$ cat config.mk
export PLATFORM = sky130hd
export DESIGN_NAME = cfg_regs
export DESIGN_NICKNAME = d
export VERILOG_FILES = /design/src/axil_pkg.sv /design/src/cfg_pkg.sv /design/src/cfg_regs.sv
export SDC_FILE = /design/constraint.sdc
export NUM_CORES = 1
export LEC_CHECK = 0
export BUFFER_PORTS_ARGS = -buffer_cell sky130_fd_sc_hd__buf_4
export CAP_MARGIN = 20
export CORE_AREA = 5 5 57 59
export CTS_CLUSTER_DIAMETER = 150
export DETAILED_ROUTE_END_ITERATION = 12
export DIE_AREA = 0 0 62 64
export PLACE_DENSITY = 0.83
export SYNTH_ARGS = -nofsm -noshare
export SYNTH_HDL_FRONTEND = slang
export SYNTH_SLANG_ARGS = --single-unit
$ cat constraint.sdc
create_clock -name axi_clk -period 1.27 [get_ports axi_clk]
set_clock_uncertainty 0.15 [all_clocks]
set_input_delay 0.127 -clock axi_clk [delete_from_list [all_inputs] [get_ports axi_clk]]
set_output_delay 0.127 -clock axi_clk [all_outputs]
set_load 0.01 [all_outputs]
$ cat src/axil_pkg.sv
package axil_pkg;

	////////////////////////////////////////////////////////////////////////////
	// bus widths
	////////////////////////////////////////////////////////////////////////////

	localparam int axil_addr_w = 15;
	localparam int axil_data_w = 32;
	localparam int axil_strb_w = axil_data_w / 8;

	typedef logic [axil_data_w-1:0] axil_data_t;
	typedef logic [axil_strb_w-1:0] axil_strb_t;
	typedef logic [1:0]             axil_resp_t;

	// response codes
	localparam axil_resp_t resp_okay   = 2'b00;
	localparam axil_resp_t resp_slverr = 2'b10;
	localparam axil_resp_t resp_decerr = 2'b11;

	// one transaction at a time, read before write in idle
	typedef enum logic [2:0] {
		st_idle      = 3'd0,
		st_rd_access = 3'd1,
		st_rd_resp   = 3'd2,
		st_wr_access = 3'd3,
		st_wr_resp   = 3'd4
	} dec_state_t;

endpackage

$ cat src/cfg_pkg.sv
package cfg_pkg;

	////////////////////////////////////////////////////////////////////////////
	// address map
	////////////////////////////////////////////////////////////////////////////

	localparam int region_w = 3;
	localparam int offset_w = 12;

	typedef logic [region_w-1:0] region_t;

	localparam region_t region_cfg   = 3'd0;
	localparam region_t region_mem_a = 3'd1;
	localparam region_t region_mem_b = 3'd2;
	localparam region_t region_link  = 3'd3;

	// host address seen either as one word or as region plus offset
	typedef union packed {
		logic [region_w+offset_w-1:0] raw;
		struct packed {
			region_t             region;
			logic [offset_w-1:0] offset;
		} split;
	} cfg_addr_u;

	// memory targets, word index from offset[9:2]
	localparam int mem_words   = 256;
	localparam int mem_index_w = 8;

	////////////////////////////////////////////////////////////////////////////
	// register block
	////////////////////////////////////////////////////////////////////////////

	localparam int n_targets = 3;
	localparam int en_mem_a  = 0;
	localparam int en_mem_b  = 1;
	localparam int en_link   = 2;

	localparam logic [n_targets-1:0] enable_reset = '1;   // everything on

	localparam logic [offset_w-1:0] off_enable  = 12'h000;   // region 0
	localparam logic [offset_w-1:0] off_prj_sel = 12'h004;
	localparam logic [offset_w-1:0] off_switch  = 12'h000;   // region 3
	localparam logic [offset_w-1:0] off_io_ctl  = 12'h004;

	localparam int prj_sel_w = 5;

endpackage

$ cat src/cfg_regs.sv
`timescale 1ns/10ps

module cfg_regs (
	input  logic                          axi_clk,
	input  logic                          axi_reset_n,
	input  logic                          req_valid,
	input  logic                          sel,
	input  logic                          req_write,
	input  logic [cfg_pkg::offset_w-1:0]  req_offset,
	input  axil_pkg::axil_data_t          req_wdata,
	output logic                          rsp_valid,
	output axil_pkg::axil_data_t          rsp_data,
	output logic [cfg_pkg::n_targets-1:0] target_enable,
	output logic [cfg_pkg::prj_sel_w-1:0] prj_sel
);
	import axil_pkg::*;
	import cfg_pkg::*;

	logic req_hit;

	assign req_hit = req_valid && sel;

	// whole-word writes, strobes not looked at
	always_ff @(posedge axi_clk or negedge axi_reset_n) begin
		if (!axi_reset_n) begin
			rsp_valid <= 1'b0;
			target_enable <= enable_reset;
			prj_sel <= '0;
		end else begin
			rsp_valid <= req_hit;
			if (req_hit && req_write) begin
				case (req_offset)
					off_enable:  target_enable <= req_wdata[n_targets-1:0];
					off_prj_sel: prj_sel <= req_wdata[prj_sel_w-1:0];
					default: ;
				endcase
			end
		end
	end

	always_ff @(posedge axi_clk) begin
		if (req_hit) begin
			case (req_offset)
				off_enable:  rsp_data <= axil_data_t'(target_enable);
				off_prj_sel: rsp_data <= axil_data_t'(prj_sel);
				default:     rsp_data <= '0;
			endcase
		end
	end

endmodule

# After elaboration in Yosys (flattened, before gate mapping)

Cells that the tools add are included.

Input bits: 49
Output and inout port bits: 41
Logic and storage cells: 11
Flip-flop bits (word level): 41

Reductions and logical operators: 5
Equality and inequality tests: 1
Multiplexer cells: 1

Operators by type and width:

| operator                                             | count |
|---|---|
| equality test 12 x 3 -> 1 bit, second input constant | 1 |
| logical NOT 12 bit                                   | 1 |
| case mux 5 bit (2 select lines)                      | 1 |
| AND reduction 2 bit                                  | 2 |
| logical AND 1 bit                                    | 2 |

# Depth between registers and ports, before layout

Depth after elaboration: 3
Mapped depth: 4

# Worst setup path before layout

No wires, ideal clock.

Path type: input port to flip-flop
Start point: in req_offset[8] (netlist bit)
End point: reg prj_sel[0] (netlist bit)
Stages: 3
Path slack: -0.442 ns
Arrival: 1.438 ns
Data required time: 0.995 ns
Setup time: 0.125 ns
Path through: or4_4 -> nor4_4 -> mux2_2

Longest elaborated chain between the ends: 2

RTL lines:

| what                                 | RTL line       | source |
|---|---|---|
| start, declared                      | cfg_regs.sv:9  | `input logic [cfg_pkg::offset_w-1:0] req_offset,` |
| equality test 12 x 3 -> 1 bit        | cfg_regs.sv:32 | `case (req_offset)` |
| AND reduction 2 bit (no source line) | n/a            |  |
| end signal, assigned                 | cfg_regs.sv:34 | `off_prj_sel: prj_sel <= req_wdata[prj_sel_w-1:0];` |
| end, declared                        | cfg_regs.sv:14 | `output logic [cfg_pkg::prj_sel_w-1:0] prj_sel` |

No other way between the ends.
A chain may end at the register's enable or synchronous reset.

# Worst setup path after layout

Start point: in req_offset[8] (netlist bit)
End point: reg target_enable[2] (netlist bit)

Longest elaborated chain between the ends: 2

RTL lines:

| what                                 | RTL line       | source |
|---|---|---|
| logical NOT 12 bit                   | cfg_regs.sv:32 |  |
| AND reduction 2 bit (no source line) | n/a            |  |
| end signal, assigned                 | cfg_regs.sv:27 | `target_enable <= enable_reset;` |
| end signal, assigned                 | cfg_regs.sv:33 | `off_enable: target_enable <= req_wdata[n_targets-1:0];` |
| end, declared                        | cfg_regs.sv:13 | `output logic [cfg_pkg::n_targets-1:0] target_enable,` |

No other way between the ends.

==> metrics.md <==
| Metric | Value |
|---|---|
| Result of the run | `finished, violations left` |
| Violations in the final reports | `negative setup slack` |
| Share of total power in the clock network | `33.4%` |
| X dimension of the die | `62 um` |
| Count of mapped cells out of synthesis | `69` |
| R2R Path End | `rsp_data[1]` |
| Commonest non-fill, non-tap cell in the layout | `sky130_fd_sc_hd__buf_4` |
| GR Util All Layers | `9.469%` |
| Number of detailed-route iterations in the first pass | `2` |
| Launch point of the worst reg-to-reg path | `prj_sel[1]` |
| Row count | `19` |
| Final WS setup | `-0.2847 ns` |
| Overflow left after global routing | `0` |
| Sequential power share | `50.1%` |
| Clk pin slew, worst setup/hold paths | `0.09 ns` |
| Post-route total power | `0.9506 mW` |
| Vias in the first global route | `586` |
| Warnings, synthesis | `0` |
| Worst Setup Path Type | `in2reg` |
| Required time at the worst-slack endpoint | `1.33 ns` |
| Final-report setup violation count | `13` |
| CTS buffer count | `3` |
| Net switching share of the total power | `23.64%` |
| Global placement routability congestion | `0.7231` |
| I/O pin count | `90` |
| Final hold violations | `0` |
| Post-layout instance count excluding filler cells | `150` |
| Library cell with the largest summed area after synthesis | `sky130_fd_sc_hd__buf_4` |
| Mean Syn Cell Area | `12.15 um^2` |
| Unrepaired setup endpoints after global routing | `true` |
| Worst VDD drop | `0.4203 mV` |
| Final Cycle Share | `122.4%` |
| Share of post-route cells with drive strength above 1 | `52.94%` |
| Maximum number of pins on one net before global-route repair | `10` |
| Insertion delay of the later-clocked pin in the worst-skew pair | `0.28 ns` |
| Fraction of met2 tracks used by global routing | `16.19%` |
| TritonCTS sink count | `14` |
| Worst slack, placed | `-0.6486 ns` |
| Synth top area cells | `sky130_fd_sc_hd__buf_4 24%, sky130_fd_sc_hd__dfrtp_1 18%, sky130_fd_sc_hd__edfxtp_1 18%, sky130_fd_sc_hd__mux2_2 11%, sky130_fd_sc_hd__dfstp_2 9.4%` |
| Via count normalized by instance count | `4.053` |
| Combinational cell fraction of total power | `16.5%` |
| Starting density of the core | `31.48%` |
| Crit start category | `primary input` |
| Register-to-register setup slack | `0.16 ns` |
| Critical Path Sink Type | `register` |
| CTS H-Tree Depth | `1` |
| Buffers and inverters on the worst path | `3` |
| Utilization after layout | `46.71%` |
| Number of filler cells placed in the layout | `255` |
| Total number of vias | `608` |
| Leak pwr | `0.6276 nW` |
| Clock buffer depth | `2` |
| Total net switching power | `0.2248 mW` |
| Share of Yosys cell area claimed by the top area cell type | `24.18%` |
| DP Cell Count | `134` |
| Critical Path, Cell by Cell | `buf_6 > or4_4 > buf_4 > nor4_4 > buf_4 > mux2_4` |
| Post-synthesis register bit count | `14` |
| Total power divided by cell area | `764.3 nW/um^2` |
| Global-route wire length before repair | `2725 um` |
| Die Y-Extent | `64 um` |
| Number of nets with antenna violations after routing | `0` |
| Critical path fanouts, max | `3` |
| Total area of sequential cells | `379.1 um^2` |
| Fmax | `643.2 MHz` |
| Worst hold path class | `in2async` |
| Layout-stage area growth over the synthesis result | `48.36%` |
| Reported max-cap violation count | `0` |
| Total Negative Setup Slacks | `-2.415 ns` |
| Highest-delay cell along the critical path | `sky130_fd_sc_hd__or4_4` |
| Final routed wire length divided by cell count | `13.31 um` |
| Distinct cell type count of the synthesized netlist | `18` |
| Register-to-Register Path Depth | `2` |
| Area enclosed by the die boundary | `3968 um^2` |
| Placeable core area | `2663 um^2` |
| Met1 track utilization from global routing | `10.27%` |
| Internal power | `0.7258 mW` |
| Number of antenna violations at the first check in global routing | `0` |
| Most frequent cells in the layout | `36 x sky130_fd_sc_hd__buf_4, 27 x sky130_fd_sc_hd__conb_1, 8 x sky130_fd_sc_hd__mux2_4` |
| Met3 usage | `3.421%` |
| Global routing's busiest layer | `met2` |
| Final worst path period need | `1.555 ns` |
| Total Nets Final | `169` |
| Family of cells with the greatest summed delay on the critical path | `simple AND/OR/NAND/NOR gates` |
| First-iteration detailed-routing DRC count | `8` |
| Worst EP arrival | `1.61 ns` |
| Detailed-route DRC error count | `0` |
| Proportion of synthesized chip area in sequential cells | `45.22%` |
| Max-slew violation total from the final report | `0` |
| CTS tree | `done` |
| Multi-input gate area | `391.6 um^2` |
| Number of diodes | `0` |
| Largest incremental delay on the critical path | `0.56 ns` |
| DP HPWL | `1508 um` |
| Port buffer count | `35` |
| Root buf cell | `sky130_fd_sc_hd__clkbuf_4` |
| Most used cell, CP | `sky130_fd_sc_hd__buf_4` |
| Post-Syn Area | `838.3 um^2` |
| Detailed Route WL | `1996 um` |
sequential cells by signal, summed over array words and instances (netlist names):
register	cells
rsp_data	5
rsp_valid	1
target_enable	3
prj_sel	5
cells in the mapped netlist:
library cell / n
sky130_fd_sc_hd__nand4b_1: 1
sky130_fd_sc_hd__nand4_1: 1
sky130_fd_sc_hd__and3_1: 2
sky130_fd_sc_hd__or3_2: 1
sky130_fd_sc_hd__and2_1: 1
sky130_fd_sc_hd__dfstp_2: 3
sky130_fd_sc_hd__edfxtp_1: 5
sky130_fd_sc_hd__mux2i_1: 3
sky130_fd_sc_hd__mux2_2: 8
sky130_fd_sc_hd__or4_4: 2
sky130_fd_sc_hd__clkbuf_1: 1
sky130_fd_sc_hd__nor4_4: 2
sky130_fd_sc_hd__nor3_1: 1
sky130_fd_sc_hd__conb_1: 1
sky130_fd_sc_hd__nor2_1: 3
sky130_fd_sc_hd__or3_1: 1
sky130_fd_sc_hd__dfrtp_1: 6
sky130_fd_sc_hd__buf_4: 27
final cells by class:
| class | instances | area share (%) |
|---|---|---|
| Clock buffer | 4 | 2.918 |
| Multi-Input combinational cell | 53 | 31.49 |
| Tap cell | 31 | 3.119 |
| Sequential cell | 14 | 30.48 |
| Timing Repair Buffer | 48 | 31.99 |
power by group through the flow:
stage	Clock, mW	Combinational, mW	Sequential [mW]
3_5_place_dp	0	0.130	0.485
3_3_place_gp	0	0.127	0.485
6_report	0.318	0.157	0.476
2_1_floorplan	0	0.116	0.489
5_1_grt	0.346	0.170	0.477
4_1_cts	0.317	0.152	0.476
what timing repair did:
action / 4_1_cts / 5_1_grt
resized for setup: 13 / 2
endpoints found under the hold margin: 17 / 0
pin swaps: 4 / 3
endpoints found under the setup margin: 11 / 14
buffers inserted: 3 / 3
hold buffers: 6 / 0
through the flow:
step	hold slack [ns]	instance area [um^2]
2_1_floorplan	-0.3186	943.4
3_3_place_gp	-0.1989	1046
3_5_place_dp	-0.1935	1046
4_1_cts	0.05654	1212
5_1_grt	0.04705	1244
6_report	0.04598	1244
how the worst max path moves through the flow:
| stage | from | endpoint | slack, ns | cells after the start |
|---|---|---|---|---|
| 2_1_floorplan | req_offset[5] | prj_sel[0] | -0.44 | 3 |
| 3_3_place_gp | req_offset[5] | prj_sel[1] | -0.60 | 4 |
| 3_5_place_dp | req_offset[5] | prj_sel[3] | -0.65 | 4 |
| 4_1_cts | req_offset[3] | prj_sel[3] | -0.24 | 5 |
| 5_1_grt | req_offset[8] | prj_sel[2] | -0.30 | 5 |
| 6_report | req_offset[8] | target_enable[2] | -0.28 | 6 |
cells by family after synthesis:
kind of cell | after synthesis | synth area share (%)
flops | 14 | 45.22
simple gates | 15 | 15.37
buf+inv | 28 | 24.63
mux | 11 | 14.33
other cells | 1 | 0.4473
metal layers:
layer,vias up,share of wire (%)
li1,288,-
met1,281,35
met2,35,55
met3,4,9.3
met4,0,1.4
met5,-,0
(Power assumes the default switching activity.)
