<file path="config.mk">
export PLATFORM = sky130hd
export DESIGN_NAME = link_target
export DESIGN_NICKNAME = d
export VERILOG_FILES = /design/src/axil_pkg.sv /design/src/cfg_pkg.sv /design/src/link_target.sv
export SDC_FILE = /design/constraint.sdc
export NUM_CORES = 1
export LEC_CHECK = 0
export BUFFER_PORTS_ARGS = -buffer_cell sky130_fd_sc_hd__buf_2
export CAP_MARGIN = 30
export CORE_MARGIN = 2
export CORE_UTILIZATION = 49
export DETAILED_ROUTE_END_ITERATION = 8
export PLACE_DENSITY = 0.87
export SYNTH_ARGS = -nofsm -noshare
export SYNTH_HDL_FRONTEND = slang
export SYNTH_SLANG_ARGS = --single-unit
</file>
<file path="constraint.sdc">
create_clock -name axi_clk -period 1.4 [get_ports axi_clk]
set_clock_uncertainty 0.2 [all_clocks]
set_input_delay 0.07 -clock axi_clk [delete_from_list [all_inputs] [get_ports axi_clk]]
set_output_delay 0.07 -clock axi_clk [all_outputs]
set_load 0.05 [all_outputs]
</file>
<file path="src/axil_pkg.sv">
package axil_pkg;

	////////////////////////////////////////////////////////////////////////////
	// bus widths
	////////////////////////////////////////////////////////////////////////////

	localparam int axil_addr_w = 15;
	localparam int axil_data_w = 32;
	localparam int axil_strb_w = axil_data_w / 8;

	typedef logic [axil_data_w-1:0] axil_data_t;
	typedef logic [axil_strb_w-1:0] axil_strb_t;
	typedef logic [1:0]             axil_resp_t;

	// response codes
	localparam axil_resp_t resp_okay   = 2'b00;
	localparam axil_resp_t resp_slverr = 2'b10;
	localparam axil_resp_t resp_decerr = 2'b11;

	// one transaction at a time, read before write in idle
	typedef enum logic [2:0] {
		st_idle      = 3'd0,
		st_rd_access = 3'd1,
		st_rd_resp   = 3'd2,
		st_wr_access = 3'd3,
		st_wr_resp   = 3'd4
	} dec_state_t;

endpackage

</file>
<file path="src/cfg_pkg.sv">
package cfg_pkg;

	////////////////////////////////////////////////////////////////////////////
	// address map
	////////////////////////////////////////////////////////////////////////////

	localparam int region_w = 3;
	localparam int offset_w = 12;

	typedef logic [region_w-1:0] region_t;

	localparam region_t region_cfg   = 3'd0;
	localparam region_t region_mem_a = 3'd1;
	localparam region_t region_mem_b = 3'd2;
	localparam region_t region_link  = 3'd3;

	// host address seen either as one word or as region plus offset
	typedef union packed {
		logic [region_w+offset_w-1:0] raw;
		struct packed {
			region_t             region;
			logic [offset_w-1:0] offset;
		} split;
	} cfg_addr_u;

	// memory targets, word index from offset[9:2]
	localparam int mem_words   = 256;
	localparam int mem_index_w = 8;

	////////////////////////////////////////////////////////////////////////////
	// register block
	////////////////////////////////////////////////////////////////////////////

	localparam int n_targets = 3;
	localparam int en_mem_a  = 0;
	localparam int en_mem_b  = 1;
	localparam int en_link   = 2;

	localparam logic [n_targets-1:0] enable_reset = '1;   // everything on

	localparam logic [offset_w-1:0] off_enable  = 12'h000;   // region 0
	localparam logic [offset_w-1:0] off_prj_sel = 12'h004;
	localparam logic [offset_w-1:0] off_switch  = 12'h000;   // region 3
	localparam logic [offset_w-1:0] off_io_ctl  = 12'h004;

	localparam int prj_sel_w = 5;

endpackage

</file>
<file path="src/link_target.sv">
`timescale 1ns/10ps

module link_target (
	input  logic                         axi_clk,
	input  logic                         axi_reset_n,
	input  logic                         req_valid,
	input  logic                         sel,
	input  logic                         req_write,
	input  logic [cfg_pkg::offset_w-1:0] req_offset,
	input  axil_pkg::axil_data_t         req_wdata,
	input  axil_pkg::axil_strb_t         req_strb,
	output logic                         rsp_valid,
	output axil_pkg::axil_data_t         rsp_data,
	output logic                         rxen_ctl,
	output logic                         txen_ctl
);
	import axil_pkg::*;
	import cfg_pkg::*;

	axil_data_t switch_reg;
	logic       req_hit;

	assign req_hit = req_valid && sel;

	always_ff @(posedge axi_clk or negedge axi_reset_n) begin
		if (!axi_reset_n) begin
			rsp_valid <= 1'b0;
			switch_reg <= '0;
			rxen_ctl <= 1'b0;
			txen_ctl <= 1'b0;
		end else begin
			rsp_valid <= req_hit;
			if (req_hit && req_write) begin
				if (req_offset == off_switch) begin
					for (int b = 0; b < axil_strb_w; b++) begin
						if (req_strb[b]) switch_reg[b*8 +: 8] <= req_wdata[b*8 +: 8];
					end
				end else if (req_offset == off_io_ctl && req_strb[0]) begin
					rxen_ctl <= req_wdata[0];
					txen_ctl <= req_wdata[1];
				end
			end
		end
	end

	always_ff @(posedge axi_clk) begin
		if (req_hit) begin
			case (req_offset)
				off_switch: rsp_data <= switch_reg;
				off_io_ctl: rsp_data <= axil_data_t'({txen_ctl, rxen_ctl});
				default:    rsp_data <= '0;
			endcase
		end
	end

endmodule

</file>
**After elaboration in Yosys (flattened, before gate mapping)**

Cells that the tools add are included.

- Flip-flop bits (word level): 67
- Latch bits: 0
- RAM bits: 0
- Bits in read-only memories: 0
- Word-level logic and storage cells: 20
- Memories kept: 0

- Add/sub/neg operators: 0
- Multipliers: 0
- Div/mod/pow operators: 0
- Magnitude comparators: 0
- Equality and inequality tests: 1
- Shifts and indexed selects: 0
- Muxes and demuxes: 1
- Bitwise gates (word level): 1
- Reduce and logical (&&, ||, !) cells: 9

Operators with widths:

| cell | number |
|---|---|
| $pmux 32 s2 | 1 |
| $reduce_and 3->1 | 5 |
| $eq 12x3->1 const B | 1 |
| $logic_not 12->1 | 1 |
| $logic_and 1x1->1 | 3 |
| $not 1->1 | 1 |

**Longest topological paths before layout**

Gate-level depths: netlist of run 1.

- Depth after elaboration: 3
- Depth in mapped cells: 5

**Worst setup path after synthesis of run 1**

Ideal clock, no wire load.

- Path kind: input to register
- Start: input req_offset[1] (netlist name)
- End: register switch_reg[16]
- Setup time: 0.125 ns
- Arrival time: 1.601 ns
- Required time: 1.075 ns
- Slack: -0.526 ns
- Stages: 4
- Path buffers: 1
- Path through: or4_1 -> buf_2 -> nor4_4 -> mux2_2

- Cells in the longest elaborated chain, start to end: 2

RTL lines:

| what | line | source |
|---|---|---|
| start, declared | link_target.sv:9 | `input logic [cfg_pkg::offset_w-1:0] req_offset,` |
| $logic_not 12->1 | link_target.sv:34 | `if (req_offset == off_switch) begin` |
| $reduce_and 3->1 (no source line) | n/a |  |
| end signal, assigned by index | link_target.sv:36 | `if (req_strb[b]) switch_reg[b*8 +: 8] <= req_wdata[b*8 +: 8];` |
| end, declared | link_target.sv:20 | `axil_data_t switch_reg;` |

Every way passes these cells.
A chain may end at the register's enable or synchronous reset.

**Final worst setup path of run 1**

- Start: input req_offset[5] (netlist name)
- End: register switch_reg[15]

Same word-level chain as after synthesis.

==> out/metrics.csv, run 1 <==
metric,value,unit
status,finished with violations,
failing checks,"negative hold slack, negative setup slack",
cells after synthesis,157,
Mapped Nets,210,
Pwr Density,1030,nW/um^2
Worst Max-Slew Pin Slew,421,ps
Initial Util,0.509,
proportion of layout cells with a drive suffix above 1,0.595,
Post-CTS Hold Buffers,33,
"Reg clk slew, reported paths",70,ps
crit end category,flop,
period utilization,1.14,
adder-cell share of the synthesized area,0,
Tot GR Track Use,0.231,
number of CTS-inserted buffers,9,
Overflow after GRT,0,
Finished Cell Area,4150,um^2
CTS tree,yes,
Cell Rows,26,
die area,5940,um^2
Post-Synth Simple-Gate Area,0.135,
wire per inst,18.2,um
post-route antenna net violation count,0,
"Warnings, synthesis",0,
root buf cell,clkbuf_8,
post-route setup slack,-203,ps
Critical Path Source Type,primary input,
critical path arrival,1620,ps
Max-Cap Viols,0,
"Avg Cell Area, Syn",16.7,um^2
largest family of logic cells by synthesized area,multiplexers,
vias in the first global route,1939,
Clock power frac,0.413,
most area-hungry cell type in the Yosys netlist,edfxtp_1,
Hold Worst Slack,-58.0,ps
Post-Synth XOR/XNOR Area,0,
Yosys cell types,17,
Die Height,77.1,um
total routed wirelength,6.87,mm
Flop pwr share,0.492,
post-synthesis sequential area ratio,0.702,
Crit Path Class,in2reg,
Synth Area in Compound Gates,0.00765,
Worst EP required,1420,ps
Placement Cell Area,3260,um^2
Worst-Skew Late Latency,330,ps
HP Class,in2reg,
Gate power share,0.095,
vias per cell,5.02,
share of the synthesized area in the top cell type,0.367,
"top cells by area, synth","edfxtp_1 37%, dfrtp_1 33%, mux2_2 14%",
largest net degree at the start of global routing,34,
DRT Pass-1 Iters,4,
die width,77.1,um
first-pass GRT wire length,10.0,mm
Final Hold Fails,2,
dpl hpwl,3.55,mm
Achievable Freq,0.624,GHz
Core Area,5140,um^2
routability congestion estimate,0.792,
area delta synth->final,58.4,%
Yosys reg bits,67,
LEAKAGE,1.95,nW
clk sink count,67,
Period minus WS final,1600,ps
Port Buf Inserts,87,
post-synthesis mux area share,0.146,
initial drt markers,75,
initial antenna violation count,1,
Syn Std Cell Area,2620,um^2
Slew headroom,0.719,
internal cell power,3.31,mW
# H-tree levels,3,
final setup vio count,64,
CTS Buffer Depth,2,
Pins Over Slew Limit,0,
Nets,354,
Sw Share,0.223,
DRC viols,0,
routed via count,1894,
Setup WS pre-CTS,-610,ps
I/O pin total,88,
Max Fanout on Critical Path,8,
unrepaired setup endpoints after global routing,true,
worst vdd ir,0.00120,V
P_sw,0.951,mW
-- timing repair --
action | 4_1_cts | 5_1_grt
buffers inserted | 2 | 3
endpoints found under the setup margin | 64 | 64
pin swaps | 19 | 12
gates cloned | 1 | 1
gates resized for setup | 49 | 26
hold endpoints to repair | 69 | 2
-- cell families (layout without fill, tap and decap cells) --
logic type	after synthesis	in the layout
flip-flops	67	67
AO/OA/AOI/OAI	2	2
buffers and inverters	6	155
AND/OR/NAND/NOR	48	48
multiplexers	34	34
other	0	1
-- cell type report --
class | instances | area, um^2
Sequential cell | 67 | 1840
Fill cell | 288 | 993
Clock buffer | 11 | 141
Multi-Input combinational cell | 84 | 923
Tap cell | 70 | 87.6
Antenna cell | 1 | 2.50
Timing Repair Buffer | 139 | 1080
Clock inverter | 5 | 76.3
-- power groups by stage --
stage                     logic [mW]  clock network [mW]  registers (mW)
final                          0.405                1.76            2.10
after CTS                      0.383                1.76            2.10
after global routing           0.424                1.87            2.10
after detailed placement       0.291                   0            2.14
after floorplan               0.0328                   0            2.25
after global placement         0.287                   0            2.14
-- layout by cell type, fill, tap and decap left out, types with 2 or more instances in the layout --
cell           synthesis  routed
mux2_2                32      10
buf_6                  0      16
buf_2                  2      78
dlygate4sd3_1          0      33
buf_12                 0       4
dfrtp_1               35      35
nand4_1                4       4
nor4_1                 2       2
buf_8                  0       5
a32o_1                 2       2
bufinv_16              0       2
mux2_4                 0      24
buf_4                  0       3
nor4_4                 3       3
edfxtp_1              32      32
or4_4                  0       3
clkbuf_8               0      10
and2_1                31      11
and2_4                 0      19
-- through the flow --
| step | util | setup TNS, ps | cells | power, mW | hold WS [ps] |
|---|---|---|---|---|---|
| after floorplan | - | -27590 | 157 | 2.28 | -426 |
| after global placement | 0.635 | -32360 | 322 | 2.42 | -179 |
| after detailed placement | 0.635 | -32800 | 322 | 2.43 | -173 |
| after CTS | 0.782 | -10050 | 374 | 4.24 | -63.2 |
| after global routing | 0.807 | -11270 | 377 | 4.39 | -27.1 |
| final | 0.807 | -10330 | 377 | 4.26 | -58.0 |
-- metal layers --
layer / wire (um) / GRT usage
met3: 269 / 0.0459
met5: 0 / 0
met4: 196 / 0.113
met1: 2530 / 0.251
met2: 3870 / 0.427
-- worst max-delay path, cell delays in order --
cell and delay (ps):
buf_6 90, or4_4 590, nor4_4 330, buf_6 210, mux2_4 320
-- cells in the mapped netlist (all sizes together) --
master and number:
a32o 2, and2 31, edfxtp 32, nand4b 1
nor2 1, nand4 4, dfrtp 35, and4 1
nor4 5, nor3 1, buf 2, nor4b 1
clkbuf 4, or4 3, mux2 34
-- final timing paths --
| kind | from | depth (start not counted) | to | slack, ps |
|---|---|---|---|---|
| setup / recovery | req_offset[5] | 5 | switch_reg[15] | -200 |
| hold / removal | req_offset[9] | 4 | rxen_ctl | -60 |
| setup reg to reg | rxen_ctl | 1 | rsp_data[0] | 320 |
| hold reg to reg | switch_reg[3] | 1 | switch_reg[3] | 310 |
| max in group asynchronous | axi_reset_n | 3 | switch_reg[23] | 500 |
| min in group asynchronous | axi_reset_n | 2 | switch_reg[25] | 50 |
Power figures use the tool's default switching activity.
==> run 2, diff against run 1 <==
- ABC_AREA: not set -> 1
- CORE_UTILIZATION: 49 -> 30
- PLACE_DENSITY: 0.87 -> 0.61
==> out/metrics.csv, run 2 <==
metric,value,unit,change
worst vdd ir,0.000426,V,-65%
Worst-Skew Late Latency,330,ps,about the same
"Warnings, synthesis",0,,unchanged
number of CTS-inserted buffers,9,,unchanged
Setup WS pre-CTS,-21.2,ps,+589 ps
Period minus WS final,1270,ps,-330 ps
largest net degree at the start of global routing,34,,unchanged
routability congestion estimate,0.769,,-2.9%
Ant. Diodes,0,,-1
Critical Path Source Type,primary input,,
Worst Max-Slew Pin Slew,440,ps,+18.8 ps
Port Buf Inserts,87,,unchanged
post-route setup slack,127,ps,+330 ps
Crit Path Class,in2reg,,
cells after synthesis,280,,+78%
cell with the most instances after synthesis,nand2_1,,
crit end category,flop,,
CTS tree,yes,,
Design Power,4.19,mW,-1.8%
flip-flop and latch area,1840,um^2,unchanged
Tot GR Track Use,0.135,,-0.0960
Max Fanout on Critical Path,5,,-3
Fill cells,877,,+200%
Post-CTS Setup Inserts,0,,-2
proportion of layout cells with a drive suffix above 1,0.289,,-0.306
wire per inst,12.3,um,-33%
"Cell Count, Final, Fillers Out",533,,+41%
initial drt markers,44,,-41%
"Primary FF master, synth",dfrtp_1,,
final setup vio count,0,,-100%
first-pass GRT wire length,10.5,mm,+4.5%
worst path bufs/invs,3,,+1
Nets,470,,+33%
CP dominant cell by count,nand2_1,,
crit-path leading delay family,buffers and inverters,,
clk sink count,67,,unchanged
DP Cell Count,479,,+49%
Slew headroom,0.707,,-0.0125
most area-hungry cell type in the Yosys netlist,edfxtp_1,,
dpl hpwl,4.39,mm,+24%
Overflow after GRT,0,,unchanged
"EDFF count, synth",32,,unchanged
# H-tree levels,3,,unchanged
Pins Over Slew Limit,0,,unchanged
share of the synthesized area in the top cell type,0.343,,-0.0241
"Reg clk slew, reported paths",70,ps,about the same
post-route antenna net violation count,0,,unchanged
Cell Rows,35,,+35%
Worst EP required,1430,ps,about the same
Multi-input gate area,751,um^2,-19%
Worst path max stage delay,540,ps,-50 ps
total routed wirelength,6.53,mm,-4.9%
CTS Buffer Depth,2,,unchanged
post-synthesis sequential area ratio,0.656,,-0.0461
unrepaired setup endpoints after global routing,false,,
LEAKAGE,1.90,nW,-2.8%
vias in the first global route,2309,,+19%
root buf cell,clkbuf_8,,
critical path cell sequence,"buf_2, inv_1, dlygate4sd3_1, nand2_1, nor2_2, nand3_1, nand2_1, nand2_1",,
Final Hold Fails,0,,-2
Final TNS setup,0,ps,+10330 ps
"commonest non-fill, non-tap cell in the layout",buf_2,,
post-synthesis async set-or-reset flop share,0.522,,unchanged
routed via count,2324,,+23%
vias per cell,4.36,,-13%
HP Class,in2async,,
initial antenna violation count,0,,-1
Yosys reg bits,67,,unchanged
Yosys cell types,14,,-3
"top cells by area, synth","edfxtp_1 34%, dfrtp_1 31%, nand2_1 10%",,
Mapped Nets,333,,+59%
slowest CP cell,dlygate4sd3_1,,
DRC viols,0,,unchanged
DRT Pass-1 Iters,4,,unchanged
Syn Std Cell Area,2800,um^2,+7.0%
status,completed,,
period utilization,0.909,,-0.235
Core Area,9150,um^2,+78%
die area,10100,um^2,+70%
"top cells by count, synth","77 x nand2_1, 38 x inv_1, 36 x nor2_1, 35 x dfrtp_1, 34 x nand4_1",,
"commonest cells after routing, fill and taps aside","87 x buf_2, 77 x nand2_1, 38 x inv_1, 38 x dlygate4sd3_1",,
critical path arrival,1300,ps,-320 ps
Die Height,101,um,+31%
"Avg Cell Area, Syn",10.0,um^2,-40%
die width,101,um,+31%
Initial Util,0.306,,-0.203
Achievable Freq,0.786,GHz,+26%
I/O pin total,88,,unchanged
area delta synth->final,46.0,%,
Pwr Density,1020,nW/um^2,-0.39%
Max-Cap Viols,0,,unchanged
run 2: cell types whose count changed after synthesis, sizes merged, moves of 2 or more:
cell	before	now
nand3	0	10
nand4	4	34
inv	0	39
and2	31	0
buf	2	12
a32o	2	0
clkbuf	4	0
mux2	34	0
or4	3	0
nor4	5	0
nor2	1	41
nand2	0	77
run 2: layout make-up:
cell class | instances | share of cell area
sequential | 67 | 0.449
multi-input combinational | 162 | 0.184
clock inverter | 3 | 0.0156
tap | 111 | 0.0340
clock buffer | 13 | 0.0340
inverter | 39 | 0.0358
timing repair buffer | 138 | 0.248
run 2: per-layer routing:
metal  track usage  vias to the layer above  wire length (um)
met5             0                        -                 0
met4        0.0443                        0                96
met3        0.0409                       10               389
met2         0.231                       70              3260
met1         0.162                     1057              2790
li1              -                     1187                 -
run 2: report_power, final:
| part | switching (mW) | internal [mW] | leakage, nW |
|---|---|---|---|
| Combinational | 0.235 | 0.173 | 0.997 |
| Clock | 0.681 | 1.00 | 0.0993 |
| Sequential | 0.00660 | 2.09 | 0.799 |
| Total | 0.923 | 3.26 | 1.90 |
run 2: logic make-up (layout without fill, tap and decap cells):
kind of cell | after synthesis | in the layout | share of synthesized area
and+or+nand+nor | 162 | 162 | 0.265
DFF | 67 | 67 | 0.656
buffers and inverters | 51 | 193 | 0.0791
run 2: path summary, 6_finish.rpt:
check,depth (start not counted),slack (ps),to,from
min reg2reg,2,270,switch_reg[25],switch_reg[25]
max in group asynchronous,3,520,switch_reg[9],axi_reset_n
min in group axi_clk,6,10,switch_reg[25],req_strb[3]
max reg2reg,2,370,rsp_data[0],rxen_ctl
min,2,10,switch_reg[26],axi_reset_n
max,8,130,txen_ctl,req_offset[3]
run 2: worst reg2reg max path, delay by kind of cell, from the launching register on:
kind             cells  cell delay, ps
AND/OR/NAND/NOR      2             170
flip-flops           1             410
run 2: through the flow:
step / utilization / hold slack, ps / cell area [um^2]
floorplan: - / -426 / 2800
global placement: 0.383 / -176 / 3500
detailed placement: 0.383 / -164 / 3500
CTS: 0.446 / 3.01 / 4090
global route: 0.447 / 21.5 / 4090
finish: 0.447 / 13.0 / 4090
run 2: timing repair:
item	4_1_cts	5_1_grt
gates resized for setup	0	1
hold buffers	38	0
endpoints found under the setup margin	0	4
endpoints found under the hold margin	70	0
