`config.mk`:
```
export PLATFORM = sky130hd
export DESIGN_NAME = axil_decoder
export DESIGN_NICKNAME = d
export VERILOG_FILES = /design/src/axil_pkg.sv /design/src/cfg_pkg.sv /design/src/axil_decoder.sv
export SDC_FILE = /design/constraint.sdc
export NUM_CORES = 1
export LEC_CHECK = 0
export CORE_AREA = 4 4 117 119
export DETAILED_ROUTE_END_ITERATION = 7
export DIE_AREA = 0 0 121 123
export DONT_BUFFER_PORTS = 1
export SLEW_MARGIN = 20
export SYNTH_ARGS = -nofsm -noshare
export SYNTH_HDL_FRONTEND = slang
export SYNTH_SLANG_ARGS = --single-unit
```
`constraint.sdc`:
```
create_clock -name axi_clk -period 5.1 [get_ports axi_clk]
set_input_delay 0.255 -clock axi_clk [delete_from_list [all_inputs] [get_ports axi_clk]]
set_output_delay 0.255 -clock axi_clk [all_outputs]
set_load 0.02 [all_outputs]
```
`src/axil_pkg.sv`:
```
package axil_pkg;

	////////////////////////////////////////////////////////////////////////////
	// bus widths
	////////////////////////////////////////////////////////////////////////////

	localparam int axil_addr_w = 15;
	localparam int axil_data_w = 32;
	localparam int axil_strb_w = axil_data_w / 8;

	typedef logic [axil_data_w-1:0] axil_data_t;
	typedef logic [axil_strb_w-1:0] axil_strb_t;
	typedef logic [1:0]             axil_resp_t;

	// response codes
	localparam axil_resp_t resp_okay   = 2'b00;
	localparam axil_resp_t resp_slverr = 2'b10;
	localparam axil_resp_t resp_decerr = 2'b11;

	// one transaction at a time, read before write in idle
	typedef enum logic [2:0] {
		st_idle      = 3'd0,
		st_rd_access = 3'd1,
		st_rd_resp   = 3'd2,
		st_wr_access = 3'd3,
		st_wr_resp   = 3'd4
	} dec_state_t;

endpackage

```
`src/cfg_pkg.sv`:
```
package cfg_pkg;

	////////////////////////////////////////////////////////////////////////////
	// address map
	////////////////////////////////////////////////////////////////////////////

	localparam int region_w = 3;
	localparam int offset_w = 12;

	typedef logic [region_w-1:0] region_t;

	localparam region_t region_cfg   = 3'd0;
	localparam region_t region_mem_a = 3'd1;
	localparam region_t region_mem_b = 3'd2;
	localparam region_t region_link  = 3'd3;

	// host address seen either as one word or as region plus offset
	typedef union packed {
		logic [region_w+offset_w-1:0] raw;
		struct packed {
			region_t             region;
			logic [offset_w-1:0] offset;
		} split;
	} cfg_addr_u;

	// memory targets, word index from offset[9:2]
	localparam int mem_words   = 256;
	localparam int mem_index_w = 8;

	////////////////////////////////////////////////////////////////////////////
	// register block
	////////////////////////////////////////////////////////////////////////////

	localparam int n_targets = 3;
	localparam int en_mem_a  = 0;
	localparam int en_mem_b  = 1;
	localparam int en_link   = 2;

	localparam logic [n_targets-1:0] enable_reset = '1;   // everything on

	localparam logic [offset_w-1:0] off_enable  = 12'h000;   // region 0
	localparam logic [offset_w-1:0] off_prj_sel = 12'h004;
	localparam logic [offset_w-1:0] off_switch  = 12'h000;   // region 3
	localparam logic [offset_w-1:0] off_io_ctl  = 12'h004;

	localparam int prj_sel_w = 5;

endpackage

```
`src/axil_decoder.sv`:
```
`timescale 1ns/10ps

module axil_decoder (
	input  logic                             axi_clk,
	input  logic                             axi_reset_n,
	input  logic                             awvalid,
	input  logic [axil_pkg::axil_addr_w-1:0] awaddr,
	output logic                             awready,
	input  logic                             wvalid,
	input  axil_pkg::axil_data_t             wdata,
	input  axil_pkg::axil_strb_t             wstrb,
	output logic                             wready,
	output logic                             bvalid,
	output axil_pkg::axil_resp_t             bresp,
	input  logic                             bready,
	input  logic                             arvalid,
	input  logic [axil_pkg::axil_addr_w-1:0] araddr,
	output logic                             arready,
	output logic                             rvalid,
	output axil_pkg::axil_data_t             rdata,
	output axil_pkg::axil_resp_t             rresp,
	input  logic                             rready,
	input  logic [cfg_pkg::n_targets-1:0]    target_enable,
	output logic                             req_valid,
	output logic                             req_write,
	output logic [cfg_pkg::offset_w-1:0]     req_offset,
	output axil_pkg::axil_data_t             req_wdata,
	output axil_pkg::axil_strb_t             req_strb,
	output logic                             sel_cfg,
	output logic                             sel_mem_a,
	output logic                             sel_mem_b,
	output logic                             sel_link,
	input  logic                             rsp_valid_cfg,
	input  axil_pkg::axil_data_t             rsp_data_cfg,
	input  logic                             rsp_valid_mem_a,
	input  axil_pkg::axil_data_t             rsp_data_mem_a,
	input  logic                             rsp_valid_mem_b,
	input  axil_pkg::axil_data_t             rsp_data_mem_b,
	input  logic                             rsp_valid_link,
	input  axil_pkg::axil_data_t             rsp_data_link
);
	import axil_pkg::*;
	import cfg_pkg::*;

	dec_state_t state;
	cfg_addr_u  in_addr;
	logic       rd_accept;
	logic       wr_accept;
	logic [3:0] hit_sel;   // {link, mem_b, mem_a, cfg}
	axil_resp_t hit_resp;
	logic       rsp_valid_sel;
	axil_data_t rsp_data_sel;
	axil_data_t rdata_q;
	axil_resp_t resp_q;

	// reads win over writes in idle
	assign rd_accept = (state == st_idle) && arvalid;
	assign wr_accept = (state == st_idle) && !arvalid && awvalid && wvalid;

	assign arready = rd_accept;
	assign awready = wr_accept;
	assign wready  = wr_accept;

	assign rvalid = (state == st_rd_resp);
	assign bvalid = (state == st_wr_resp);
	assign rdata  = rdata_q;
	assign rresp  = resp_q;
	assign bresp  = resp_q;

	always_comb begin
		in_addr.raw = arvalid ? araddr : awaddr;
	end

	////////////////////////////////////////////////////////////////////////////
	// region decode
	////////////////////////////////////////////////////////////////////////////

	always_comb begin
		hit_sel  = '0;
		hit_resp = resp_okay;
		case (in_addr.split.region)
			region_cfg: hit_sel[0] = 1'b1;   // never disabled
			region_mem_a: begin
				if (target_enable[en_mem_a]) hit_sel[1] = 1'b1;
				else hit_resp = resp_slverr;
			end
			region_mem_b: begin
				if (target_enable[en_mem_b]) hit_sel[2] = 1'b1;
				else hit_resp = resp_slverr;
			end
			region_link: begin
				if (target_enable[en_link]) hit_sel[3] = 1'b1;
				else hit_resp = resp_slverr;
			end
			default: hit_resp = resp_decerr;
		endcase
	end

	always_comb begin
		rsp_valid_sel = (sel_cfg & rsp_valid_cfg) | (sel_mem_a & rsp_valid_mem_a) |
			(sel_mem_b & rsp_valid_mem_b) | (sel_link & rsp_valid_link);
		if (sel_mem_a) rsp_data_sel = rsp_data_mem_a;
		else if (sel_mem_b) rsp_data_sel = rsp_data_mem_b;
		else if (sel_link) rsp_data_sel = rsp_data_link;
		else rsp_data_sel = rsp_data_cfg;
	end

	always_ff @(posedge axi_clk or negedge axi_reset_n) begin
		if (!axi_reset_n) begin
			state <= st_idle;
			req_valid <= 1'b0;
			{sel_link, sel_mem_b, sel_mem_a, sel_cfg} <= '0;
			resp_q <= resp_okay;
		end else begin
			req_valid <= 1'b0;   // single cycle pulse
			case (state)
				st_idle: begin
					if (rd_accept || wr_accept) begin
						req_valid <= |hit_sel;
						{sel_link, sel_mem_b, sel_mem_a, sel_cfg} <= hit_sel;
						resp_q <= hit_resp;
						if (|hit_sel) state <= rd_accept ? st_rd_access : st_wr_access;
						else state <= rd_accept ? st_rd_resp : st_wr_resp;   // error, no access
					end
				end
				st_rd_access, st_wr_access: begin
					if (rsp_valid_sel) begin
						{sel_link, sel_mem_b, sel_mem_a, sel_cfg} <= '0;
						state <= (state == st_rd_access) ? st_rd_resp : st_wr_resp;
					end
				end
				st_rd_resp: if (rready) state <= st_idle;
				st_wr_resp: if (bready) state <= st_idle;
				default: state <= st_idle;
			endcase
		end
	end

	// request payload and read data
	always_ff @(posedge axi_clk) begin
		if (rd_accept || wr_accept) begin
			req_write  <= wr_accept;
			req_offset <= in_addr.split.offset;
			req_wdata  <= wdata;
			req_strb   <= wstrb;
			rdata_q    <= '0;   // stays zero on error
		end else if (state == st_rd_access && rsp_valid_sel) begin
			rdata_q <= rsp_data_sel;
		end
	end

	a_one_accept: assert property (@(posedge axi_clk) disable iff (!axi_reset_n)
		!(arready && awready));

	a_rvalid_hold: assert property (@(posedge axi_clk) disable iff (!axi_reset_n)
		rvalid && !rready |=> rvalid && $stable(rdata));

	a_bvalid_hold: assert property (@(posedge axi_clk) disable iff (!axi_reset_n)
		bvalid && !bready |=> bvalid);

endmodule

```
**Word-level counts from Yosys, hierarchy flattened**

Index checks and enable logic that the tools add are counted.

- Add/sub/neg operators: 0
- Multiply operators: 0
- Divide/modulo/power cells: 0
- $lt $le $gt $ge: 0
- Equality and inequality tests: 11
- Shift operators: 0
- Multiplexer cells: 35
- Bitwise logic cells: 7
- Reduce and logical (&&, ||, !) cells: 15

Operators with widths:

| operator | count |
|---|---|
| $mux 32 | 3 |
| $mux 3 | 7 |
| $mux 15 | 1 |
| $mux 1 | 14 |
| $eq 3x2->1 const B | 4 |
| $pmux 3 s4 | 1 |
| $mux 2 | 4 |
| $pmux 1 s2 | 4 |
| $pmux 2 s4 | 1 |
| $eq 3x1->1 const B | 2 |
| $logic_not 3->1 | 2 |
| $ne 2x1->1 const B | 3 |
| $logic_and 1x1->1 | 5 |
| $and 1x1->1 | 4 |
| $reduce_and 4->1 | 1 |
| $reduce_or 4->1 | 1 |
| $eq 3x3->1 const B | 1 |
| $or 1x1->1 | 3 |
| $reduce_and 3->1 | 1 |
| $ne 2x2->1 const B | 1 |
| $reduce_and 2->1 | 1 |
| $reduce_bool 2->1 | 1 |
| $reduce_or 2->1 | 1 |
| $logic_not 1->1 | 1 |
| $logic_or 1x1->1 | 1 |

- Bits in registers: 91
- Bits in latches: 0
- Memory bits (writable): 0
- ROM bits: 0
- Input port bits: 208
- Output and inout bits: 95
- Logic and storage cells: 80
- Memories: 0

**Depth between registers and ports, before layout**

Gate-level depths: netlist (run 1).

- Depth after elaboration: 7
- Depth in mapped cells: 8
- Gate-level depth less buffers: 7

**Worst setup path before layout (run 1)**

Ideal clock, no wire load.

- Path kind: reg-to-reg
- Start point: register state[1]
- End point: register sel_link
- Library setup time: 0.125 ns
- Arrival time: 2.381 ns
- Required time: 4.975 ns
- Setup slack: 2.594 ns
- Stages on the path, launching flop included: 6
- Path buffers: 0
- Clock period less this slack: 2.506 ns
- Cell sequence: dfrtp_1 > nor3_1 > nand2b_1 > inv_1 > a21oi_1 > mux2_2

- Word-level cells in the longest chain between the ends: 7
- Elaborated cells on any way between the ends: 14
- Classes of those cells: eq/ne: 4; mux: 1; reduce/logical: 9

Ends and longest elaborated chain:

| what | line | source |
|---|---|---|
| start: declaration | axil_decoder.sv:45 | `dec_state_t state;` |
| start signal: assignment | axil_decoder.sv:110 | `state <= st_idle;` |
| start signal: assignment | axil_decoder.sv:122 | `if (\|hit_sel) state <= rd_accept ? st_rd_access : st_wr_access;` |
| start signal: assignment | axil_decoder.sv:123 | `else state <= rd_accept ? st_rd_resp : st_wr_resp;` |
| $logic_not 3->1 | axil_decoder.sv:57, axil_decoder.sv:58, axil_decoder.sv:116 |  |
| $logic_and 1x1->1 (3 in a row) | axil_decoder.sv:58 | `assign wr_accept = (state == st_idle) && !arvalid && awvalid && wvalid;` |
| $logic_or 1x1->1 | axil_decoder.sv:118 | `if (rd_accept \|\| wr_accept) begin` |
| $ne 2x1->1 (no line) | n/a |  |
| $reduce_and 3->1 (no line) | n/a |  |
| end signal: assignment | axil_decoder.sv:120 | `{sel_link, sel_mem_b, sel_mem_a, sel_cfg} <= hit_sel;` |
| end: declaration | axil_decoder.sv:32 | `output logic sel_link,` |

Parallel ways exist; a longest one is shown, timed or not.
A chain may end at the register's enable or synchronous reset.

**Final worst setup path (run 1)**

- Start point: register state[0]
- End point: register sel_link

Same word-level chain as after synthesis.

==> results of run 1 <==
[final timing paths]
path / startpoint / to / slack, ns / depth (start not counted)
min in group asynchronous: axi_reset_n / req_valid$_DFF_PN0_ / 0.31 / 1
min: rready / state[1]$_DFFE_PN0P_ / 0.11 / 2
min reg2reg: state[2]$_DFFE_PN0P_ / state[1]$_DFFE_PN0P_ / 0.60 / 1
max: state[0]$_DFFE_PN0P_ / sel_link$_DFFE_PN0P_ / 2.39 / 6
max reg2reg: state[0]$_DFFE_PN0P_ / sel_link$_DFFE_PN0P_ / 2.39 / 6
max in group asynchronous: axi_reset_n / sel_mem_b$_DFFE_PN0P_ / 4.40 / 1
[metrics by stage]
stage	utilization [%]	area, um2	instances
after floorplan	-	4320	389
after global placement	35.2	4430	536
after detailed placement	35.2	4430	536
after CTS	40.6	5100	589
after global routing	40.6	5100	589
final	40.6	5100	589
[cells in the mapped netlist (all sizes together) (2+ instances only)]
cell and instances:
a21oi 36, a22oi 4, and3 2, buf 16, clkbuf 14, dfrtp 10, dfxtp 32, edfxtp 49
inv 5, mux2 16, mux2i 65, nand2 36, nand2b 2, nand3b 2, nor2 5, nor2b 5
nor3 3, o21ai 71
[final cells by class]
| class | instances | area (um2) |
|---|---|---|
| Tap cell | 172 | 215 |
| Fill cell | 1195 | 7470 |
| Timing Repair Buffer | 42 | 408 |
| Inverter | 5 | 18.8 |
| Multi-Input combinational cell | 263 | 1790 |
| Clock inverter | 7 | 75.1 |
| Clock buffer | 9 | 225 |
| Sequential cell | 91 | 2370 |
[where the power goes]
part           total [mW]  switching (mW)  leakage, nW  internal (mW)
registers            1.58           0.496        0.846           1.08
clock network       0.660           0.277        0.147          0.383
logic               0.636           0.382        0.687          0.254
total                2.88            1.15         1.68           1.72
[layout by cell type (no fill, tap or decap), types with 7 or more instances in the layout]
master	Yosys	routed
dlygate4sd3_1	0	37
o21ai_1	28	28
nand2_1	36	36
dfxtp_1	32	32
dfrtp_1	10	7
o21ai_0	43	43
a21oi_1	36	36
edfxtp_1	49	49
clkbuf_16	0	9
mux2i_1	65	65
mux2_2	16	16
[logic make-up after synthesis]
| kind of cell | synth area share, % |
|---|---|
| buffers and inverters | 3.83 |
| and+or+nand+nor | 6.93 |
| DFF | 54.7 |
| adders and majority gates | 0.290 |
| AOI/OAI and AO/OA | 15.0 |
| muxes | 19.2 |
[registers in the layout, summed over array words and instances (netlist names), 2 cells and up]
name and cells:
bresp 2, rdata 32, req_strb 4, state 3
req_offset 12, req_wdata 32
[worst max-delay path, cell delays in order (launching register included)]
cell	delay (ns)
dfrtp_1	0.45
nor3_1	0.34
nand2b_1	0.09
buf_4	0.25
inv_2	0.81
a21oi_1	0.24
mux2_2	0.34
[layer usage]
metal  GRT usage (%)  wire length, um  up-vias
li1                -                -     1489
met1            16.0             4260     1406
met2            28.7             6500      179
met3            5.26             1160       14
met4            5.45              187        0
met5               0                0        -
[repair_timing]
action	4_1_cts	5_1_grt
hold buffers	37	0
hold endpoints to repair	46	0
setup buffers	0	0
==> summary.md, run 1 <==
| Metric | Value |
|---|---|
| Worst Skew | 0.00876 ns |
| RSZ-0062 raised after global routing | false |
| Initial antenna violation count | 0 |
| TritonCTS buffer count | 9 |
| Status | finished clean |
| Routed length per instance | a little over 20 um |
| Syn Area/Cell | around 11 um2 |
| Mapped Cells | 389 |
| Inserted Diodes | 0 |
| Largest net degree at the start of global routing | 68 |
| First-pass DRT Iterations | 4 |
| Main flop type after synthesis | edfxtp_1 |
| Hold crit path type | primary input to flip-flop |
| Max VDD drop | ~180 uV |
| PwrDens | 564 mW/mm2 |
| Synthesized flop and latch total | just over 90 |
| Yosys Warn Count | 0 |
| Final wirelength | ~12000 um |
| Number of cells upsized or downsized after cts | 0 |
| Area delta synth->final | 18.1% |
| Post-synth top area cell | edfxtp_1 |
| Leak | 1.68 nW |
| Place WS | ~2.3 ns |
| Worst Setup End Kind | flip-flop |
| Fin nets | between 600 and 700 |
| Startpoint types | flip-flop |
| Fin crit share | 53.1% |
| Vias in the first global route | between 3000 and 4000 |
| Cell area after synthesis | roughly 0.0043 mm2 |
| Clk root buf | clkbuf_16 |
| CTS tree | yes |
| Vias per inst | 5.24 |
| Setup violations, final | 0 |
| Top cells by area, synth | edfxtp_1 (34%), mux2i_1 (15%), dfxtp_1 (15%) |
| Chip Width | 121 um |
| Clock sink total | 91 |
| Routability cong. | 0.739 |
| DR DRC count | 0 |
| Post-synth ARST share | 11.0% |
| Max-Cap Viols | 0 |
| Fmax | roughly 0.37 GHz |
| Worst endpoint data arrival time | between 2 and 3 ns |
| Library cells used by synthesis | 38 |
| Post-synth EDFFs | a little under 50 |
| H-tree levels | 3 |
| Mapped Nets | approximately 600 |
| Final Hold Fails | 0 |
| Power, Total | approximately 2.9 mW |
| Largest fanout on the critical path | 54 |
| Fin Hold WS | about 0.11 ns |
| Grt total ovfl | 0 |
| Reg clk slew, reported paths | approximately 0.070 ns |
| Worst EP required | roughly 5.3 ns |
| CP Class | flip-flop to flip-flop |
| Worst Max-Slew Pin Slew | between 1 and 1.5 ns |
| Final WS setup | approximately 2.4 ns |
| Iter 0 DRT Violations | 150 |
| Dpl hpwl | between 9000 and 10000 um |
| Rel. slew slack | between 20% and 30% |
| Ports | a little over 300 |
| Setup TNS | 0 ns |
| Die Ht | around 120 um |
| Register area share after synthesis | a little over half |
| Share of cells above drive strength 1 | 10.1% |
| Via count | a little over 3000 |
| Port bufs | 0 |
| Top cell type's share of synthesized area | about 34% |
| Slew Limit Fails | 0 |
| Tot GR Track Use | between 15 and 20% |
| Cell Rows | 41 |
| Die area | between 0.01 and 0.015 mm2 |
| Global-route wire length before repair | roughly 17000 um |
| Core Area | around 0.013 mm2 |
| Initial cell density of the core | 34.3% |
| Buffer depth of the longest clock path | 2 |
| Clk_lat worst skew | ~0.34 ns |
| Final worst path period need | between 2 and 3 ns |
| Routed Antenna Nets | 0 |
Power figures use the tool's default switching activity.
==> run 2: changes to the inputs <==
--- a/config.mk
+++ b/config.mk
@@ -5,9 +5,10 @@
 export SDC_FILE = /design/constraint.sdc
 export NUM_CORES = 1
 export LEC_CHECK = 0
-export CORE_AREA = 4 4 117 119
+export ABC_AREA = 1
+export CORE_AREA = 4 4 115 117
 export DETAILED_ROUTE_END_ITERATION = 7
-export DIE_AREA = 0 0 121 123
+export DIE_AREA = 0 0 119 121
 export DONT_BUFFER_PORTS = 1
 export SLEW_MARGIN = 20
 export SYNTH_ARGS = -nofsm -noshare
==> constraint.sdc (replaced) <==
create_clock -name axi_clk -period 2.65 [get_ports axi_clk]
set_input_delay 0.1325 -clock axi_clk [delete_from_list [all_inputs] [get_ports axi_clk]]
set_output_delay 0.1325 -clock axi_clk [all_outputs]
set_load 0.02 [all_outputs]
==> run 2 against run 1 <==
Effect of this change:
- core utilization increased by 6.2 points
- largest power group unchanged
- largest cell class unchanged
- non-clock buffer count increased by 32
- die area decreased by 3.3%
- worst hold slack got worse by 0.094 ns
- synthesized cell count increased by 51%
- clock power increased by 110%
- flip-flop and latch count unchanged
- sequential power increased by 64%
- via count increased by 33%
- register-to-register slack got worse by 1.7 ns
==> summary.md, run 2 <==
| Metric | Value |
|---|---|
| Library cells used by synthesis | 26 (-32%) |
| Port bufs | 0 (unchanged) |
| CP Cell Sequence | inv_1 -> nand3_1 -> nor2_1 -> inv_1 -> ha_1 -> nand2_1 -> nand2_1 -> nand2_1 -> o21ai_0 |
| Max VDD drop | 1090 uV (+500%) |
| CP Class | flip-flop to flip-flop |
| Routed Antenna Nets | 0 (unchanged) |
| Clk root buf | clkbuf_16 |
| P_int | 3.27 mW (+90%) |
| H-tree levels | 3 (unchanged) |
| Final worst path period need | 1.93 ns (-0.783 ns) |
| Chip Width | 119 um (-1.7%) |
| Register area share after synthesis | 50.0% (-4.7 points) |
| Post-synth EDFFs | 49 (unchanged) |
| Worst endpoint data arrival time | 2.15 ns (-0.77 ns) |
| Cell Rows | 41 (unchanged) |
| Place WS | 0.753 ns (-1.58 ns) |
| Die Ht | 121 um (-1.6%) |
| Reg clk slew, reported paths | 0.07 ns (about the same) |
| Main flop type after synthesis | edfxtp_1 |
| CP max stage cell | nor2_1 |
| Worst EP required | 2.87 ns (-2.45 ns) |
| Die area | 0.0144 mm2 (-3.3%) |
| Leak | 2.39 nW (+42%) |
| Area delta synth->final | 22.5% |
| Core Area | 0.0124 mm2 (-1.6%) |
| Syn Area/Cell | 8.03 um2 (-28%) |
| Worst Path Buf+Inv | 2 (unchanged) |
| Largest fanout on the critical path | 5 (-91%) |
| Mapped Nets | 797 (+33%) |
| Largest net degree at the start of global routing | 65 (-4.4%) |
| RSZ-0062 raised after global routing | false |
| Worst Skew | 0.00682 ns (-0.00194 ns) |
| Cell area after synthesis | 0.00472 mm2 (+9.4%) |
| Crit path top cell by count | nand2_1 |
| Cell depth of the worst flop-to-flop path | 9 (+3) |
| Share of cells above drive strength 1 | 16.2% (+6.2 points) |
| Yosys Warn Count | 0 (unchanged) |
| Clk_lat worst skew | 0.34 ns (about the same) |
| Core Util, Final | 46.8% (+6.2 points) |
| TritonCTS buffer count | 9 (unchanged) |
| Post-CTS Setup Bufs | 0 (unchanged) |
| CTS tree | yes |
| Slew Limit Fails | 0 (unchanged) |
| Startpoint types | flip-flop |
| Global-route wire length before repair | 21900 um (+26%) |
| Count leader, synth | nand2_1 |
| Initial cell density of the core | 38.2% (+3.9 points) |
| Clk pwr share | 26.3% (+3.3 points) |
| Area after DPL | 0.00483 mm2 (+9.0%) |
| CP Depth | 9 (+3) |
| Post-synth ARST share | 11.0% (unchanged) |
| Fin Hold WS | 0.0184 ns (-0.0940 ns) |
| Setup violations, final | 0 (unchanged) |
| PwrDens | 927 mW/mm2 (+64%) |
| Fin crit share | 72.7% (+20 points) |
| Iter 0 DRT Violations | 280 (+87%) |
| CP endpoint | state[1]$_DFFE_PN0P_ |
| Post-synth top area cell | edfxtp_1 |
| Reg-to-reg endpoint | state[1]$_DFFE_PN0P_ |
| Clock sink total | 91 (unchanged) |
| Rel. slew slack | 48.4% (+20 points) |
| Buffer depth of the longest clock path | 2 (unchanged) |
| Top cell type's share of synthesized area | 31.1% (-2.9 points) |
| Routed length per instance | 18.0 um (-13%) |
| Worst reg-to-reg setup slack | 0.72 ns (-1.67 ns) |
| Final Hold Fails | 0 (unchanged) |
| Inserted Diodes | 0 (unchanged) |
| Top delay family on crit path | simple AND/OR/NAND/NOR gates |
| Vias in the first global route | 4016 (+26%) |
| Final wirelength | 14600 um (+21%) |
| First-pass DRT Iterations | 6 (+2) |
| Most common cell after layout, fill and taps aside | nand2_1 |
| Reg power frac | 48.3% (-6.6 points) |
| Top cells by count, synth | nand2_1 (175), nand3_1 (105), or2_2 (64) |
| Worst Setup End Kind | flip-flop |
| Grt total ovfl | 0 (unchanged) |
| Switch share | 39.1% (-1.1 points) |
| Final WS setup | 0.724 ns (-1.67 ns) |
| Ports | 303 (unchanged) |
| Fmax | 0.519 GHz (+41%) |
| Setup TNS | 0 ns (unchanged) |
| Hold crit path type | primary input to flip-flop |
| Vias per inst | 5.07 (-3.4%) |
| Tot GR Track Use | 19.5% (+4.1 points) |
| Power, Total | 5.37 mW (+87%) |
| Synthesized flop and latch total | 91 (unchanged) |
| Status | finished clean |
| Finished Layout Cells | 813 (+38%) |
| Worst Setup SP | state[1]$_DFFE_PN0P_ |
| Post-route cell area | 0.00579 mm2 (+13%) |
| Top cells by area, synth | edfxtp_1 (31%), nand2_1 (14%), dfxtp_1 (14%) |
| Power share of the combinational group | 25.4% (+3.3 points) |
| Worst reg2reg path startpoint | state[1]$_DFFE_PN0P_ |
| Dpl hpwl | 10500 um (+15%) |
| DR DRC count | 0 (unchanged) |
| Slowest stage delay, CP | 0.43 ns (-0.38 ns) |
| Hold Startpoint | target_enable[0] |
| Worst Max-Slew Pin Slew | 0.771 ns (-0.308 ns) |
| Max-Cap Viols | 0 (unchanged) |
| Initial antenna violation count | 0 (unchanged) |
| Fin nets | 845 (+36%) |
| Placed cells | 734 (+37%) |
| Psw | 2.10 mW (+82%) |
| Routability cong. | 0.931 (+26%) |
| Via count | 4118 (+33%) |
| Most frequent cells in the layout | nand2_1 (175), nand3_1 (105), or2_2 (64) |
| Mapped Cells | 588 (+51%) |
run 2: metal layers:
layer	global-route usage (%)	up-vias	share of wire (%)
li1	-	1988	-
met1	23.3	1904	38
met2	32.8	207	51
met3	7.37	19	8.6
met4	5.58	0	2.0
met5	0	-	0
run 2: worst min path at each step:
stage | to | slack, ns | cells after the start
4_1_cts | bresp[1]$_DFFE_PN0P_ | 0.002 | 3
6_report | bresp[1]$_DFFE_PN0P_ | 0.02 | 3
2_1_floorplan | bresp[0]$_DFFE_PN0P_ | -0.16 | 0
3_3_place_gp | req_valid$_DFF_PN0_ | -0.16 | 0
3_5_place_dp | bresp[0]$_DFFE_PN0P_ | -0.16 | 0
5_1_grt | req_offset[10]$_DFFE_PP_ | 0.02 | 2
run 2: layout make-up:
class                           count  area [um2]
Clock buffer                        9         225
Clock inverter                      7         105
Fill cell                        1184        6580
Inverter                           53         199
Multi-Input combinational cell    407        1940
Sequential cell                    91        2360
Tap cell                          172         215
Timing Repair Buffer               74         738
run 2: logic make-up (layout without fill, tap and decap cells):
| family | after synthesis | count (layout) | share of synthesized area (%) |
|---|---|---|---|
| simple gates | 365 | 365 | 36.0 |
| flops | 91 | 91 | 50.0 |
| buf+inv | 90 | 143 | 9.06 |
| compound gates | 41 | 41 | 4.63 |
| fa+ha+maj | 1 | 1 | 0.265 |
run 2: worst min-delay path, stage by stage:
cell,delay (ns)
o21ai_0,0.06
nand4_1,0.09
nand2_1,0.04
run 2: what timing repair did:
item	4_1_cts	5_1_grt
hold buffers	63	0
gates resized for setup	0	0
endpoints found under the hold margin	62	0
run 2: power by group through the flow:
stage          Sequential [mW]  Combinational, mW  Clock (mW)
2_1_floorplan             2.48               1.07           0
3_3_place_gp              2.62               1.27           0
3_5_place_dp              2.62               1.28           0
4_1_cts                   2.59               1.37        1.44
5_1_grt                   2.63               1.54        1.51
6_report                  2.59               1.37        1.41
